$ cat src/verilog/mecobo_bus_pkg.sv
// EBI word and address types and the word address map; word addressing only, no byte lanes
`default_nettype none

package mecobo_bus_pkg;

  // one data word on the external bus
  typedef logic [15:0] bus_word_t;

  // word address as seen on ebi_addr
  typedef logic [18:0] bus_addr_t;

  // one-cycle request seen by every register block
  typedef struct packed {
    bus_addr_t addr;
    bus_word_t wdata;
    logic      wr;
    logic      rd;
  } bus_req_t;

  // pin windows start here, one window per pin
  localparam bus_addr_t PIN_BASE = 19'h00032;

  // words per pin window
  localparam int unsigned PIN_STRIDE = 6;

  // board status words
  localparam bus_addr_t STATUS_ID_ADDR = 19'h00000;
  localparam bus_addr_t STATUS_PINS_ADDR = 19'h00001;

  // identification word, ascii "MC"
  localparam bus_word_t BOARD_ID = 16'h4D43;

endpackage

`default_nettype wire

$ cat src/verilog/mecobo_pin_pkg.sv
// pin window layout and waveform codes; saw and triangle codes are stored but drive the pin low
`default_nettype none

package mecobo_pin_pkg;

  // waveform select, full word so any written value reads back
  typedef enum logic [15:0] {
    WAVE_OFF    = 16'd0,
    WAVE_SQUARE = 16'd1,
    WAVE_SAW    = 16'd2,
    WAVE_TRI    = 16'd3,
    WAVE_PWM    = 16'd4
  } waveform_t;

  // word offset inside a pin window
  typedef logic [2:0] reg_off_t;

  localparam reg_off_t REG_WAVE = 3'd0;
  localparam reg_off_t REG_PERIOD = 3'd1;
  localparam reg_off_t REG_DUTY = 3'd2;
  // read only, live counter
  localparam reg_off_t REG_TICK = 3'd3;
  // read only, registered pin level
  localparam reg_off_t REG_LAST = 3'd4;
  localparam reg_off_t REG_SPARE = 3'd5;

  // host programmed settings of one pin
  typedef struct packed {
    waveform_t                 wave;
    mecobo_bus_pkg::bus_word_t period;
    mecobo_bus_pkg::bus_word_t duty;
  } pin_cfg_t;

endpackage

`default_nettype wire

$ cat src/verilog/board_status.sv
// heartbeat led toggles every 2^23 sys_clk cycles; status words are read only, writes are ignored
`timescale 1ns/1ps
`default_nettype none

module board_status #(
  parameter int NUM_PINS = 4
) (
  input  wire                       sys_clk,
  input  wire                       reset,
  input  mecobo_bus_pkg::bus_req_t  bus_req,
  output mecobo_bus_pkg::bus_word_t rdata,
  output logic                      led
);

  // free running heartbeat
  logic [23:0] heartbeat;

  always_ff @(posedge sys_clk) begin
    if (reset) begin
      heartbeat <= '0;
    end else begin
      heartbeat <= heartbeat + 24'd1;
    end
  end

  assign led = heartbeat[23];

  // identification and pin count
  always_comb begin
    rdata = '0;
    if (bus_req.rd) begin
      if (bus_req.addr == mecobo_bus_pkg::STATUS_ID_ADDR) begin
        rdata = mecobo_bus_pkg::BOARD_ID;
      end else if (bus_req.addr == mecobo_bus_pkg::STATUS_PINS_ADDR) begin
        rdata = mecobo_bus_pkg::bus_word_t'(NUM_PINS);
      end
    end
  end

endmodule

`default_nettype wire

$ cat src/verilog/ebi_front.sv
// EBI strobes are async; host must hold addr and data stable while a strobe is low
`timescale 1ns/1ps
`default_nettype none

module ebi_front #(
  parameter int NUM_PINS = 4
) (
  input  wire                                          sys_clk,
  input  wire                                          reset,
  input  wire                                          ebi_cs_n,
  input  wire                                          ebi_rd_n,
  input  wire                                          ebi_wr_n,
  input  mecobo_bus_pkg::bus_addr_t                    ebi_addr,
  input  mecobo_bus_pkg::bus_word_t                    ebi_data_in,
  input  mecobo_bus_pkg::bus_word_t [NUM_PINS-1:0]     pin_rdata,
  input  mecobo_bus_pkg::bus_word_t                    status_rdata,
  output mecobo_bus_pkg::bus_req_t                     bus_req,
  output mecobo_bus_pkg::bus_word_t                    ebi_data_out,
  output logic                                         data_oe
);

  // two-stage synchronizers, held active high
  logic [1:0] cs_sync;
  logic [1:0] rd_sync;
  logic [1:0] wr_sync;

  // strobe already turned into a request
  logic wr_seen;
  logic rd_seen;

  logic cs_active;
  logic wr_active;
  logic rd_active;

  mecobo_bus_pkg::bus_addr_t addr_q;
  mecobo_bus_pkg::bus_word_t wdata_q;
  mecobo_bus_pkg::bus_word_t rd_or;

  always_ff @(posedge sys_clk) begin
    if (reset) begin
      cs_sync <= 2'b00;
      rd_sync <= 2'b00;
      wr_sync <= 2'b00;
      wr_seen <= 1'b0;
      rd_seen <= 1'b0;
    end else begin
      cs_sync <= {cs_sync[0], ~ebi_cs_n};
      rd_sync <= {rd_sync[0], ~ebi_rd_n};
      wr_sync <= {wr_sync[0], ~ebi_wr_n};
      wr_seen <= wr_active;
      rd_seen <= rd_active;
    end
  end

  // address and data are stable by the time the strobe is through both stages
  always_ff @(posedge sys_clk) begin
    addr_q  <= ebi_addr;
    wdata_q <= ebi_data_in;
  end

  assign cs_active = cs_sync[1];
  assign wr_active = cs_active & wr_sync[1];
  assign rd_active = cs_active & rd_sync[1];

  assign bus_req.addr  = addr_q;
  assign bus_req.wdata = wdata_q;
  assign bus_req.wr    = wr_active & ~wr_seen;
  assign bus_req.rd    = rd_active & ~rd_seen;

  // blocks return zero when not addressed
  always_comb begin
    rd_or = status_rdata;
    for (int i = 0; i < NUM_PINS; i++) begin
      rd_or = rd_or | pin_rdata[i];
    end
  end

  // read word held until the next read
  always_ff @(posedge sys_clk) begin
    if (reset) begin
      ebi_data_out <= '0;
    end else if (bus_req.rd) begin
      ebi_data_out <= rd_or;
    end
  end

  assign data_oe = rd_active;

  // chip select must have crossed both sync stages before the bus is driven
  a_oe_needs_cs: assert property (@(posedge sys_clk) disable iff (reset)
    data_oe |-> cs_active && $past(cs_sync[0]));

  a_wr_rd_excl: assert property (@(posedge sys_clk) disable iff (reset)
    !(bus_req.wr && bus_req.rd));

endmodule

`default_nettype wire

$ cat src/verilog/mecobo_core.sv
// pin-controller core; data bus split into in/out/oe, tristate buffer belongs in a board wrapper
`timescale 1ns/1ps
`default_nettype none

module mecobo_core #(
  parameter int NUM_PINS = 4
) (
  input  wire                       sys_clk,
  input  wire                       reset,
  input  wire                       ebi_cs_n,
  input  wire                       ebi_rd_n,
  input  wire                       ebi_wr_n,
  input  mecobo_bus_pkg::bus_addr_t ebi_addr,
  input  mecobo_bus_pkg::bus_word_t ebi_data_in,
  output mecobo_bus_pkg::bus_word_t ebi_data_out,
  output logic                      data_oe,
  output logic                      led,
  output logic [NUM_PINS-1:0]       pins
);

  mecobo_bus_pkg::bus_req_t                    bus_req;
  mecobo_bus_pkg::bus_word_t [NUM_PINS-1:0]    pin_rdata;
  mecobo_bus_pkg::bus_word_t                   status_rdata;

  ebi_front #(
    .NUM_PINS (NUM_PINS)
  ) i_ebi_front (
    .sys_clk      (sys_clk),
    .reset        (reset),
    .ebi_cs_n     (ebi_cs_n),
    .ebi_rd_n     (ebi_rd_n),
    .ebi_wr_n     (ebi_wr_n),
    .ebi_addr     (ebi_addr),
    .ebi_data_in  (ebi_data_in),
    .pin_rdata    (pin_rdata),
    .status_rdata (status_rdata),
    .bus_req      (bus_req),
    .ebi_data_out (ebi_data_out),
    .data_oe      (data_oe)
  );

  board_status #(
    .NUM_PINS (NUM_PINS)
  ) i_board_status (
    .sys_clk (sys_clk),
    .reset   (reset),
    .bus_req (bus_req),
    .rdata   (status_rdata),
    .led     (led)
  );

  // one window per pin, consecutive from PIN_BASE
  for (genvar i = 0; i < NUM_PINS; i++) begin : g_pin
    pin_controller #(
      .PIN_INDEX (i)
    ) i_pin_controller (
      .sys_clk (sys_clk),
      .reset   (reset),
      .bus_req (bus_req),
      .rdata   (pin_rdata[i]),
      .pin     (pins[i])
    );
  end

endmodule

`default_nettype wire

$ cat src/verilog/pin_controller.sv
// one pin window of six words; saw and triangle codes drive the pin low, period 0 stops the pin
`timescale 1ns/1ps
`default_nettype none

module pin_controller #(
  parameter int PIN_INDEX = 0
) (
  input  wire                       sys_clk,
  input  wire                       reset,
  input  mecobo_bus_pkg::bus_req_t  bus_req,
  output mecobo_bus_pkg::bus_word_t rdata,
  output logic                      pin
);

  localparam mecobo_bus_pkg::bus_addr_t WIN_BASE = mecobo_bus_pkg::bus_addr_t'(
    mecobo_bus_pkg::PIN_BASE + PIN_INDEX * mecobo_bus_pkg::PIN_STRIDE);
  localparam mecobo_bus_pkg::bus_addr_t WIN_END = mecobo_bus_pkg::bus_addr_t'(
    WIN_BASE + mecobo_bus_pkg::PIN_STRIDE);

  mecobo_pin_pkg::pin_cfg_t  cfg;
  mecobo_bus_pkg::bus_word_t spare;
  mecobo_bus_pkg::bus_word_t tick;
  mecobo_bus_pkg::bus_addr_t addr_diff;
  mecobo_pin_pkg::reg_off_t  reg_off;
  mecobo_bus_pkg::bus_word_t rd_word;
  logic                      hit;
  logic                      period_wr;
  logic                      level_next;

  // window decode
  assign hit       = (bus_req.addr >= WIN_BASE) && (bus_req.addr < WIN_END);
  assign addr_diff = bus_req.addr - WIN_BASE;
  assign reg_off   = addr_diff[2:0];
  assign period_wr = bus_req.wr && hit && (reg_off == mecobo_pin_pkg::REG_PERIOD);

  // host writes; tick and last are read only
  always_ff @(posedge sys_clk) begin
    if (reset) begin
      cfg   <= '0;
      spare <= '0;
    end else if (bus_req.wr && hit) begin
      case (reg_off)
        mecobo_pin_pkg::REG_WAVE:   cfg.wave <= mecobo_pin_pkg::waveform_t'(bus_req.wdata);
        mecobo_pin_pkg::REG_PERIOD: cfg.period <= bus_req.wdata;
        mecobo_pin_pkg::REG_DUTY:   cfg.duty <= bus_req.wdata;
        mecobo_pin_pkg::REG_SPARE:  spare <= bus_req.wdata;
        default: ;
      endcase
    end
  end

  // counts 0 .. period-1, restarts on a period write
  always_ff @(posedge sys_clk) begin
    if (reset) begin
      tick <= '0;
    end else if (period_wr || (cfg.period == '0)) begin
      tick <= '0;
    end else if (tick == cfg.period - 16'd1) begin
      tick <= '0;
    end else begin
      tick <= tick + 16'd1;
    end
  end

  always_comb begin
    level_next = 1'b0;
    if (cfg.period != '0) begin
      case (cfg.wave)
        mecobo_pin_pkg::WAVE_SQUARE: level_next = tick < (cfg.period >> 1);
        // duty at or above period gives constant high
        mecobo_pin_pkg::WAVE_PWM:    level_next = tick < cfg.duty;
        default:                     level_next = 1'b0;
      endcase
    end
  end

  always_ff @(posedge sys_clk) begin
    if (reset) begin
      pin <= 1'b0;
    end else begin
      pin <= level_next;
    end
  end

  // read word, zero when not addressed
  always_comb begin
    case (reg_off)
      mecobo_pin_pkg::REG_WAVE:   rd_word = mecobo_bus_pkg::bus_word_t'(cfg.wave);
      mecobo_pin_pkg::REG_PERIOD: rd_word = cfg.period;
      mecobo_pin_pkg::REG_DUTY:   rd_word = cfg.duty;
      mecobo_pin_pkg::REG_TICK:   rd_word = tick;
      mecobo_pin_pkg::REG_LAST:   rd_word = mecobo_bus_pkg::bus_word_t'(pin);
      mecobo_pin_pkg::REG_SPARE:  rd_word = spare;
      default:                    rd_word = '0;
    endcase
  end

  assign rdata = (bus_req.rd && hit) ? rd_word : '0;

  // period changes only together with a tick clear
  a_tick_in_range: assert property (@(posedge sys_clk) disable iff (reset)
    (cfg.period != '0) |-> (tick < cfg.period));

endmodule

`default_nettype wire
$ cat config.mk
export PLATFORM = sky130hd
export DESIGN_NAME = mecobo_core
export DESIGN_NICKNAME = d
export VERILOG_FILES = /design/src/verilog/mecobo_bus_pkg.sv /design/src/verilog/mecobo_pin_pkg.sv /design/src/verilog/board_status.sv /design/src/verilog/ebi_front.sv /design/src/verilog/mecobo_core.sv /design/src/verilog/pin_controller.sv
export SDC_FILE = /design/constraint.sdc
export NUM_CORES = 1
export LEC_CHECK = 0
export ABC_AREA = 1
export CELL_PAD_IN_SITES_DETAIL_PLACEMENT = 2
export CELL_PAD_IN_SITES_GLOBAL_PLACEMENT = 2
export CORE_ASPECT_RATIO = 1.75
export CORE_MARGIN = 2
export CORE_UTILIZATION = 40
export DETAILED_ROUTE_END_ITERATION = 6
export DONT_BUFFER_PORTS = 1
export HOLD_SLACK_MARGIN = 0.08
export PLACE_DENSITY_LB_ADDON = 0.1
export SETUP_SLACK_MARGIN = 0.15
export SLEW_MARGIN = 10
export SYNTH_ARGS = -nofsm -noshare
export SYNTH_HDL_FRONTEND = slang
export SYNTH_SLANG_ARGS = --single-unit
export TNS_END_PERCENT = 100
$ cat constraint.sdc
create_clock -name sys_clk -period 5.5 [get_ports sys_clk]
set_input_delay 0.275 -clock sys_clk [delete_from_list [all_inputs] [get_ports sys_clk]]
set_output_delay 0.275 -clock sys_clk [all_outputs]
set_load 0.005 [all_outputs]
-- Word-level counts from Yosys, hierarchy flattened
Index checks and enable logic that the tools add are counted.
- multiplexer cells: 15
- add/sub/neg operators: 13
- eq/ne operators: 33
- bitwise gates (word level): 17
- $lt $le $gt $ge: 16
- reduce and logical (&&, ||, !) cells: 57
- operators by type and width (kind ; count):
    one-hot mux 16 bit (6 select lines) ; 4
    2-to-1 mux 16 bit ; 6
    adder 16 x 1 -> 16 bit (second input constant) ; 4
    == test 16 x 1 -> 1 bit (second input constant) ; 4
    == test 16 bit ; 4
    == test 16 x 3 -> 1 bit (second input constant) ; 4
    zero test 16 bit ; 4
    less-than comparator 16 x 15 -> 1 bit ; 4
    less-than comparator 16 bit ; 4
    OR 16 bit ; 4
    nonzero test 16 bit ; 4
    subtractor 16 x 1 -> 16 bit (second input constant) ; 4
    greater-or-equal comparator 19 x 6 -> 1 bit (second input constant) ; 3
    less-than comparator 19 x 6 -> 1 bit (second input constant) ; 2
    less-than comparator 19 x 7 -> 1 bit (second input constant) ; 2
    AND reduction 2 bit ; 16
    adder 24 x 1 -> 24 bit (second input constant) ; 1
    == test 3 x 2 -> 1 bit (second input constant) ; 8
    == test 3 bit (second input constant) ; 8
    == test 19 x 1 -> 1 bit (second input constant) ; 1
    greater-or-equal comparator 19 x 7 -> 1 bit (second input constant) ; 1
    zero test 19 bit ; 1
    logical AND 1 bit ; 16
    == test 3 x 1 -> 1 bit (second input constant) ; 4
    11 further kinds ; 38
- output and inout bits: 22
- flip-flop bits (word level): 407
- bits of input ports: 40
- logic and storage cells: 184

-- Logic depth before layout (Yosys ltp)
- depth in word-level cells: 8
- gate-level depth with buffers: 16
- mapped depth without buffers: 15

-- Modules after synthesis
A second synthesis with hierarchy kept.
- cell total of the unflattened synthesis: 3556
- area, all modules: 23978.0 sq um
- modules (own cells, without submodules) (module ; area each (sq um) ; times used ; cells each ; seq. area each (sq um)):
    pin_controller at g_pin[1].i_pin_controller ; 5265.0 ; 1 ; 757 ; 1621.6
    pin_controller at g_pin[3].i_pin_controller ; 5253.8 ; 1 ; 833 ; 1621.6
    pin_controller at g_pin[2].i_pin_controller ; 5252.5 ; 1 ; 829 ; 1621.6
    pin_controller at g_pin[0].i_pin_controller ; 5003.5 ; 1 ; 710 ; 1621.6
    ebi_front ; 1873.0 ; 1 ; 228 ; 1181.1
    board_status ; 1330.0 ; 1 ; 199 ; 480.5

-- Worst setup path after synthesis
No wires, ideal clock.
- path type: register -> register
- start: register i_ebi_front.addr_q[2]
- end: register i_ebi_front.ebi_data_out[1]
- data required time: 5.444 ns
- period minus slack after synthesis: 2.051 ns
- setup time: 0.056 ns
- arrival: 1.995 ns
- path buffers: 2
- cell stages (with the launch flop): 13
- setup slack: 3.449 ns
- cells stage by stage: dfxtp_1 -> buf_2 -> inv_2 -> ha_1 -> inv_1 -> nor2_1 -> clkbuf_1 -> nand2_1 -> o211ai_1 -> o21ai_0 -> nand4_1 -> nand2_1 -> inv_1
- word-level cells in the longest chain between the ends: 8
- elaborated cells between the ends (all ways): 59
- classes of those cells: add/sub: 4; order compare: 8; eq/ne: 20; mux: 10; bitwise: 4; reduce/logical: 13
- RTL lines (what ; RTL line ; RTL):
    start, declared ; ebi_front.sv:35 ; mecobo_bus_pkg::bus_addr_t addr_q;
    start signal, assigned ; ebi_front.sv:57 ; addr_q <= ebi_addr;
    greater-or-equal comparator 19 x 6 -> 1 bit, or another cell as far along ; pin_controller.sv:31 ; assign hit = (bus_req.addr >= WIN_BASE) && (bus_req.addr < WIN_END);
    logical AND 1 bit, or another cell as far along ; pin_controller.sv:31 ;
    logical AND 1 bit or one-hot mux 16 bit (6 select lines) (tied branches) ; pin_controller.sv:98, pin_controller.sv:87 ;
    2-to-1 mux 16 bit ; pin_controller.sv:98 ; assign rdata = (bus_req.rd && hit) ? rd_word : '0;
    OR 16 bit (3 in a row) ; ebi_front.sv:74 ; rd_or = rd_or | pin_rdata[i];
    OR 16 bit * ; ebi_front.sv:74 ;
    end signal, assigned ; ebi_front.sv:83 ; ebi_data_out <= rd_or;
    end, declared ; ebi_front.sv:18 ; output mecobo_bus_pkg::bus_word_t ebi_data_out,
Every way passes the cells marked *; elsewhere a longest branch is shown, timed or not.
A chain may end at the register's enable or synchronous reset.

-- Worst setup path in the final report
- start: register i_ebi_front.addr_q[2]
- end: register g_pin[2].i_pin_controller.cfg[27] in the netlist's numbering
- word-level cells in the longest chain between the ends: 4
- elaborated cells between the ends (all ways): 7
- classes of those cells: add/sub: 1; order compare: 2; eq/ne: 1; reduce/logical: 3
- RTL lines (what ; RTL line ; RTL):
    greater-or-equal comparator 19 x 6 -> 1 bit or less-than comparator 19 x 7 -> 1 bit (tied branches) ; pin_controller.sv:31 ;
    logical AND 1 bit ; pin_controller.sv:31 ;
    logical AND 1 bit ; pin_controller.sv:41 ; end else if (bus_req.wr && hit) begin
    AND reduction 2 bit (no line) * ; -- ;
    end, declared ; pin_controller.sv:20 ; mecobo_pin_pkg::pin_cfg_t cfg;
Marks and branches as above.

==> results.ini <==
[critical_path]
slowest_delay_ns=1.05
critPathBufInv=3
critPathKind=reg2reg
crit_chain=inv_2, ha_1, nor2_1, buf_4, inv_1, nor2_2, o21ai_0, a21oi_1
crit_family=simple AND/OR/NAND/NOR gates
crit_fanout=32
crit_path_end_kind=flip-flop
cp_slowest_cell=nor2_2
cp.arrival_ns=3.99
required_ns=6.00
startpoint_type=flip-flop

[floorplanning]
num_rows=114
die_x_um=182
die_h_um=315
start_util=0.403
core_um2=55100
io_pins=62
die_area_um2=57400

[synthesis]
synth.avg_cell_area_um2=7.10
yosys_warnings=0
synth.area.top_cells=dfxtp_1 37%, nand2_1 8.2%, inv_1 7.6%
netlist.top_cell.by_area=dfxtp_1
synth_seq_area_share=0.367
synthFlopType=dfxtp_1
synth_edf_count=0
async_reset_ff_frac=0
netlist_area_um2=22200
synth_top_area_share=0.367
ys_types=46
synth_seq_cells=407
syn_nets=3292
synth_cells=3122

[route]
ant_nets=0
firstDrtPassIters=7
drtIter0Drc=872
drt-total-wl_um=92300
viasPerCell=5.71
vias=21800
drc=0
wl_per_cell_um=24.2

[grt]
antenna_found_initial=4
grt_pass1_wl_um=142000
grt.total_usage=0.321
overflow=0
grt_max_degree=103
grt_pass1_vias=24600

[timing]
final-max-slew-violation-count=0
final_hold_viol_count=0
clock_skew_ns=0.0225
min_period_ns=3.48
fin_crit_sh=0.633
setup_ws_ns=2.02
slew_headroom=0.174
setup_tns_ns=0
max_freq_ghz=0.287
rsz0062_at_grt=no
setup_viol=0
tightest_slew_ns=1.24

[pwr]
vdd_drop_max_uv=245
switchingPower_uw=1530
p_int_uw=4810
pwr-share-comb=0.031
p_clk_frac=0.491
switching_share=0.241
p_per_area_nw_per_um2=258
p_leak_uw=0.00995
seqPwrFrac=0.478

[clock_tree]
clock_tree.buffer_depth=3
insertion_delay_ns=0.58
cts.sinks=407
clkSlewWorstSetupHoldPaths_ns=0.06
h-tree-depth=2
clock-root-buffer=clkbuf_16
cts_tree=done
cts_inserted_buffers=43

[cells_and_area]
nets=3260
synthToLayoutAreaGrowth_pct=10.6
drive_gt1_frac=0.0436

[hold_path]
hold_class=in2reg

[placed_design]
gp_congestion=0.915
dpl.hpwl_um=67300
pre_cts_ws_ns=2.08
io_buffers=0

[job]
cap_violations=0

[run_status]
status=complete, no violations

placed cells by master, fill, tap and decap left out, types with 9 or more instances in the layout:
cell type      instances
clkbuf_16             45
a211oi_1              65
o211ai_1              13
a22oi_1               43
o21ai_0              268
nand2_1              485
nor2_2                10
o22ai_1               37
o21a_1                16
dfxtp_1              407
nand4_1               57
clkbuf_8              12
buf_4                 19
nor4_1                15
inv_2                  9
clkinv_2              11
o221ai_1              19
xor2_1                70
inv_1                449
xnor2_1               37
nor3_1                36
ha_1                 130
dlygate4sd3_1         41
nand3_1              129
a21oi_1              283
nor2_1               341
power groups by stage:
stage / Sequential [uW] / Combinational, uW / Clock [uW]
global placement: 3090 / 144 / 0
finish: 3030 / 198 / 3110
CTS: 3030 / 193 / 3170
floorplan: 3040 / 119 / 0
global route: 3030 / 213 / 3260
detailed placement: 3090 / 151 / 0
flip-flops by register name (all words and copies together) (netlist names), 4 cells and up:
register                      count
i_ebi_front.addr_q               19
g_pin.i_pin_controller.pin        4
g_pin.i_pin_controller.tick      64
i_ebi_front.ebi_data_out         16
i_board_status.heartbeat         24
g_pin.i_pin_controller.cfg      192
g_pin.i_pin_controller.spare     64
i_ebi_front.wdata_q              16
tightest hold or removal path, stage by stage:
cell and delay (ns):
buf_16 0.18, nor2_1 0.15, nand2_1 0.06, inv_1 0.04
final cells by class:
type                    count  area, um2
clock buffers              60       1300
diodes                      3       7.51
repair buffers             61        581
well taps                 696        871
multi-input cells        2116      11700
flip-flops and latches    407       8150
fillers                  6505      30500
clock inverters            17        168
inverters                 461       1730
routing by layer:
metal | wire, um | vias up | share of wire | GRT usage
met4 | 6140 | 0 | 0.067 | 0.193
met3 | 2690 | 216 | 0.029 | 0.0358
met1 | 34900 | 11000 | 0.38 | 0.337
met2 | 48600 | 365 | 0.53 | 0.611
li1 | - | 10300 | - | -
met5 | 0 | - | 0 | 0
cells by family after synthesis:
kind of cell	count (synthesis)	synth area share
DFF	407	0.367
adders and majority gates	130	0.0734
AOI/OAI and AO/OA	769	0.197
xor gates and xnor gates	109	0.0443
buffers and inverters	599	0.105
and+or+nand+nor	1108	0.213
repair_timing:
item / CTS / global route
resized for setup: 0 / 0
hold buffers: 42 / 0
setup buffers: 0 / 0
endpoints found under the hold margin: 140 / 0
through the flow:
| stage | utilization | area (um2) | hold WS, ns | std cells | power [uW] |
|---|---|---|---|---|---|
| floorplan | - | 22200 | 0.303 | 3122 | 3160 |
| global placement | 0.411 | 22600 | 0.303 | 3699 | 3240 |
| detailed placement | 0.411 | 22600 | 0.303 | 3699 | 3250 |
| CTS | 0.445 | 24500 | 0.119 | 3818 | 6390 |
| global route | 0.445 | 24500 | 0.213 | 3821 | 6510 |
| finish | 0.445 | 24500 | 0.181 | 3821 | 6340 |
worst paths after layout:
kind                                                         from                                        endpoint  slack [ns]  depth (start not counted)
worst max register to register      i_ebi_front.addr_q[2]$_DFF_P_  g_pin[2].i_pin_controller.cfg[27]$_SDFFE_PP0P_        2.02                          8
worst min-delay path                                        reset       i_ebi_front.ebi_data_out[13]$_SDFFE_PP0P_        0.18                          4
worst max-delay path                i_ebi_front.addr_q[2]$_DFF_P_  g_pin[2].i_pin_controller.cfg[27]$_SDFFE_PP0P_        2.02                          8
worst min register to register  i_ebi_front.wr_sync[0]$_SDFF_PP0_               i_ebi_front.wr_sync[1]$_SDFF_PP0_        0.41                          2
synth_stat cells, drive strengths merged, types with 3 or more instances:
cell type,n
clkbuf,99
nor3b,4
o2111ai,6
dfxtp,407
xor2,70
or2,3
o22ai,37
o21a,16
a21oi,283
nor3,44
xnor2,37
o211ai,13
nor4,15
a21boi,3
o21ai,276
a211oi,65
ha,130
nand3b,9
a31oi,3
buf,39
inv,459
nand3,132
a22oi,43
nor2,354
o221ai,19
nand2,489
nand4,57
(Power assumes the default switching activity.)
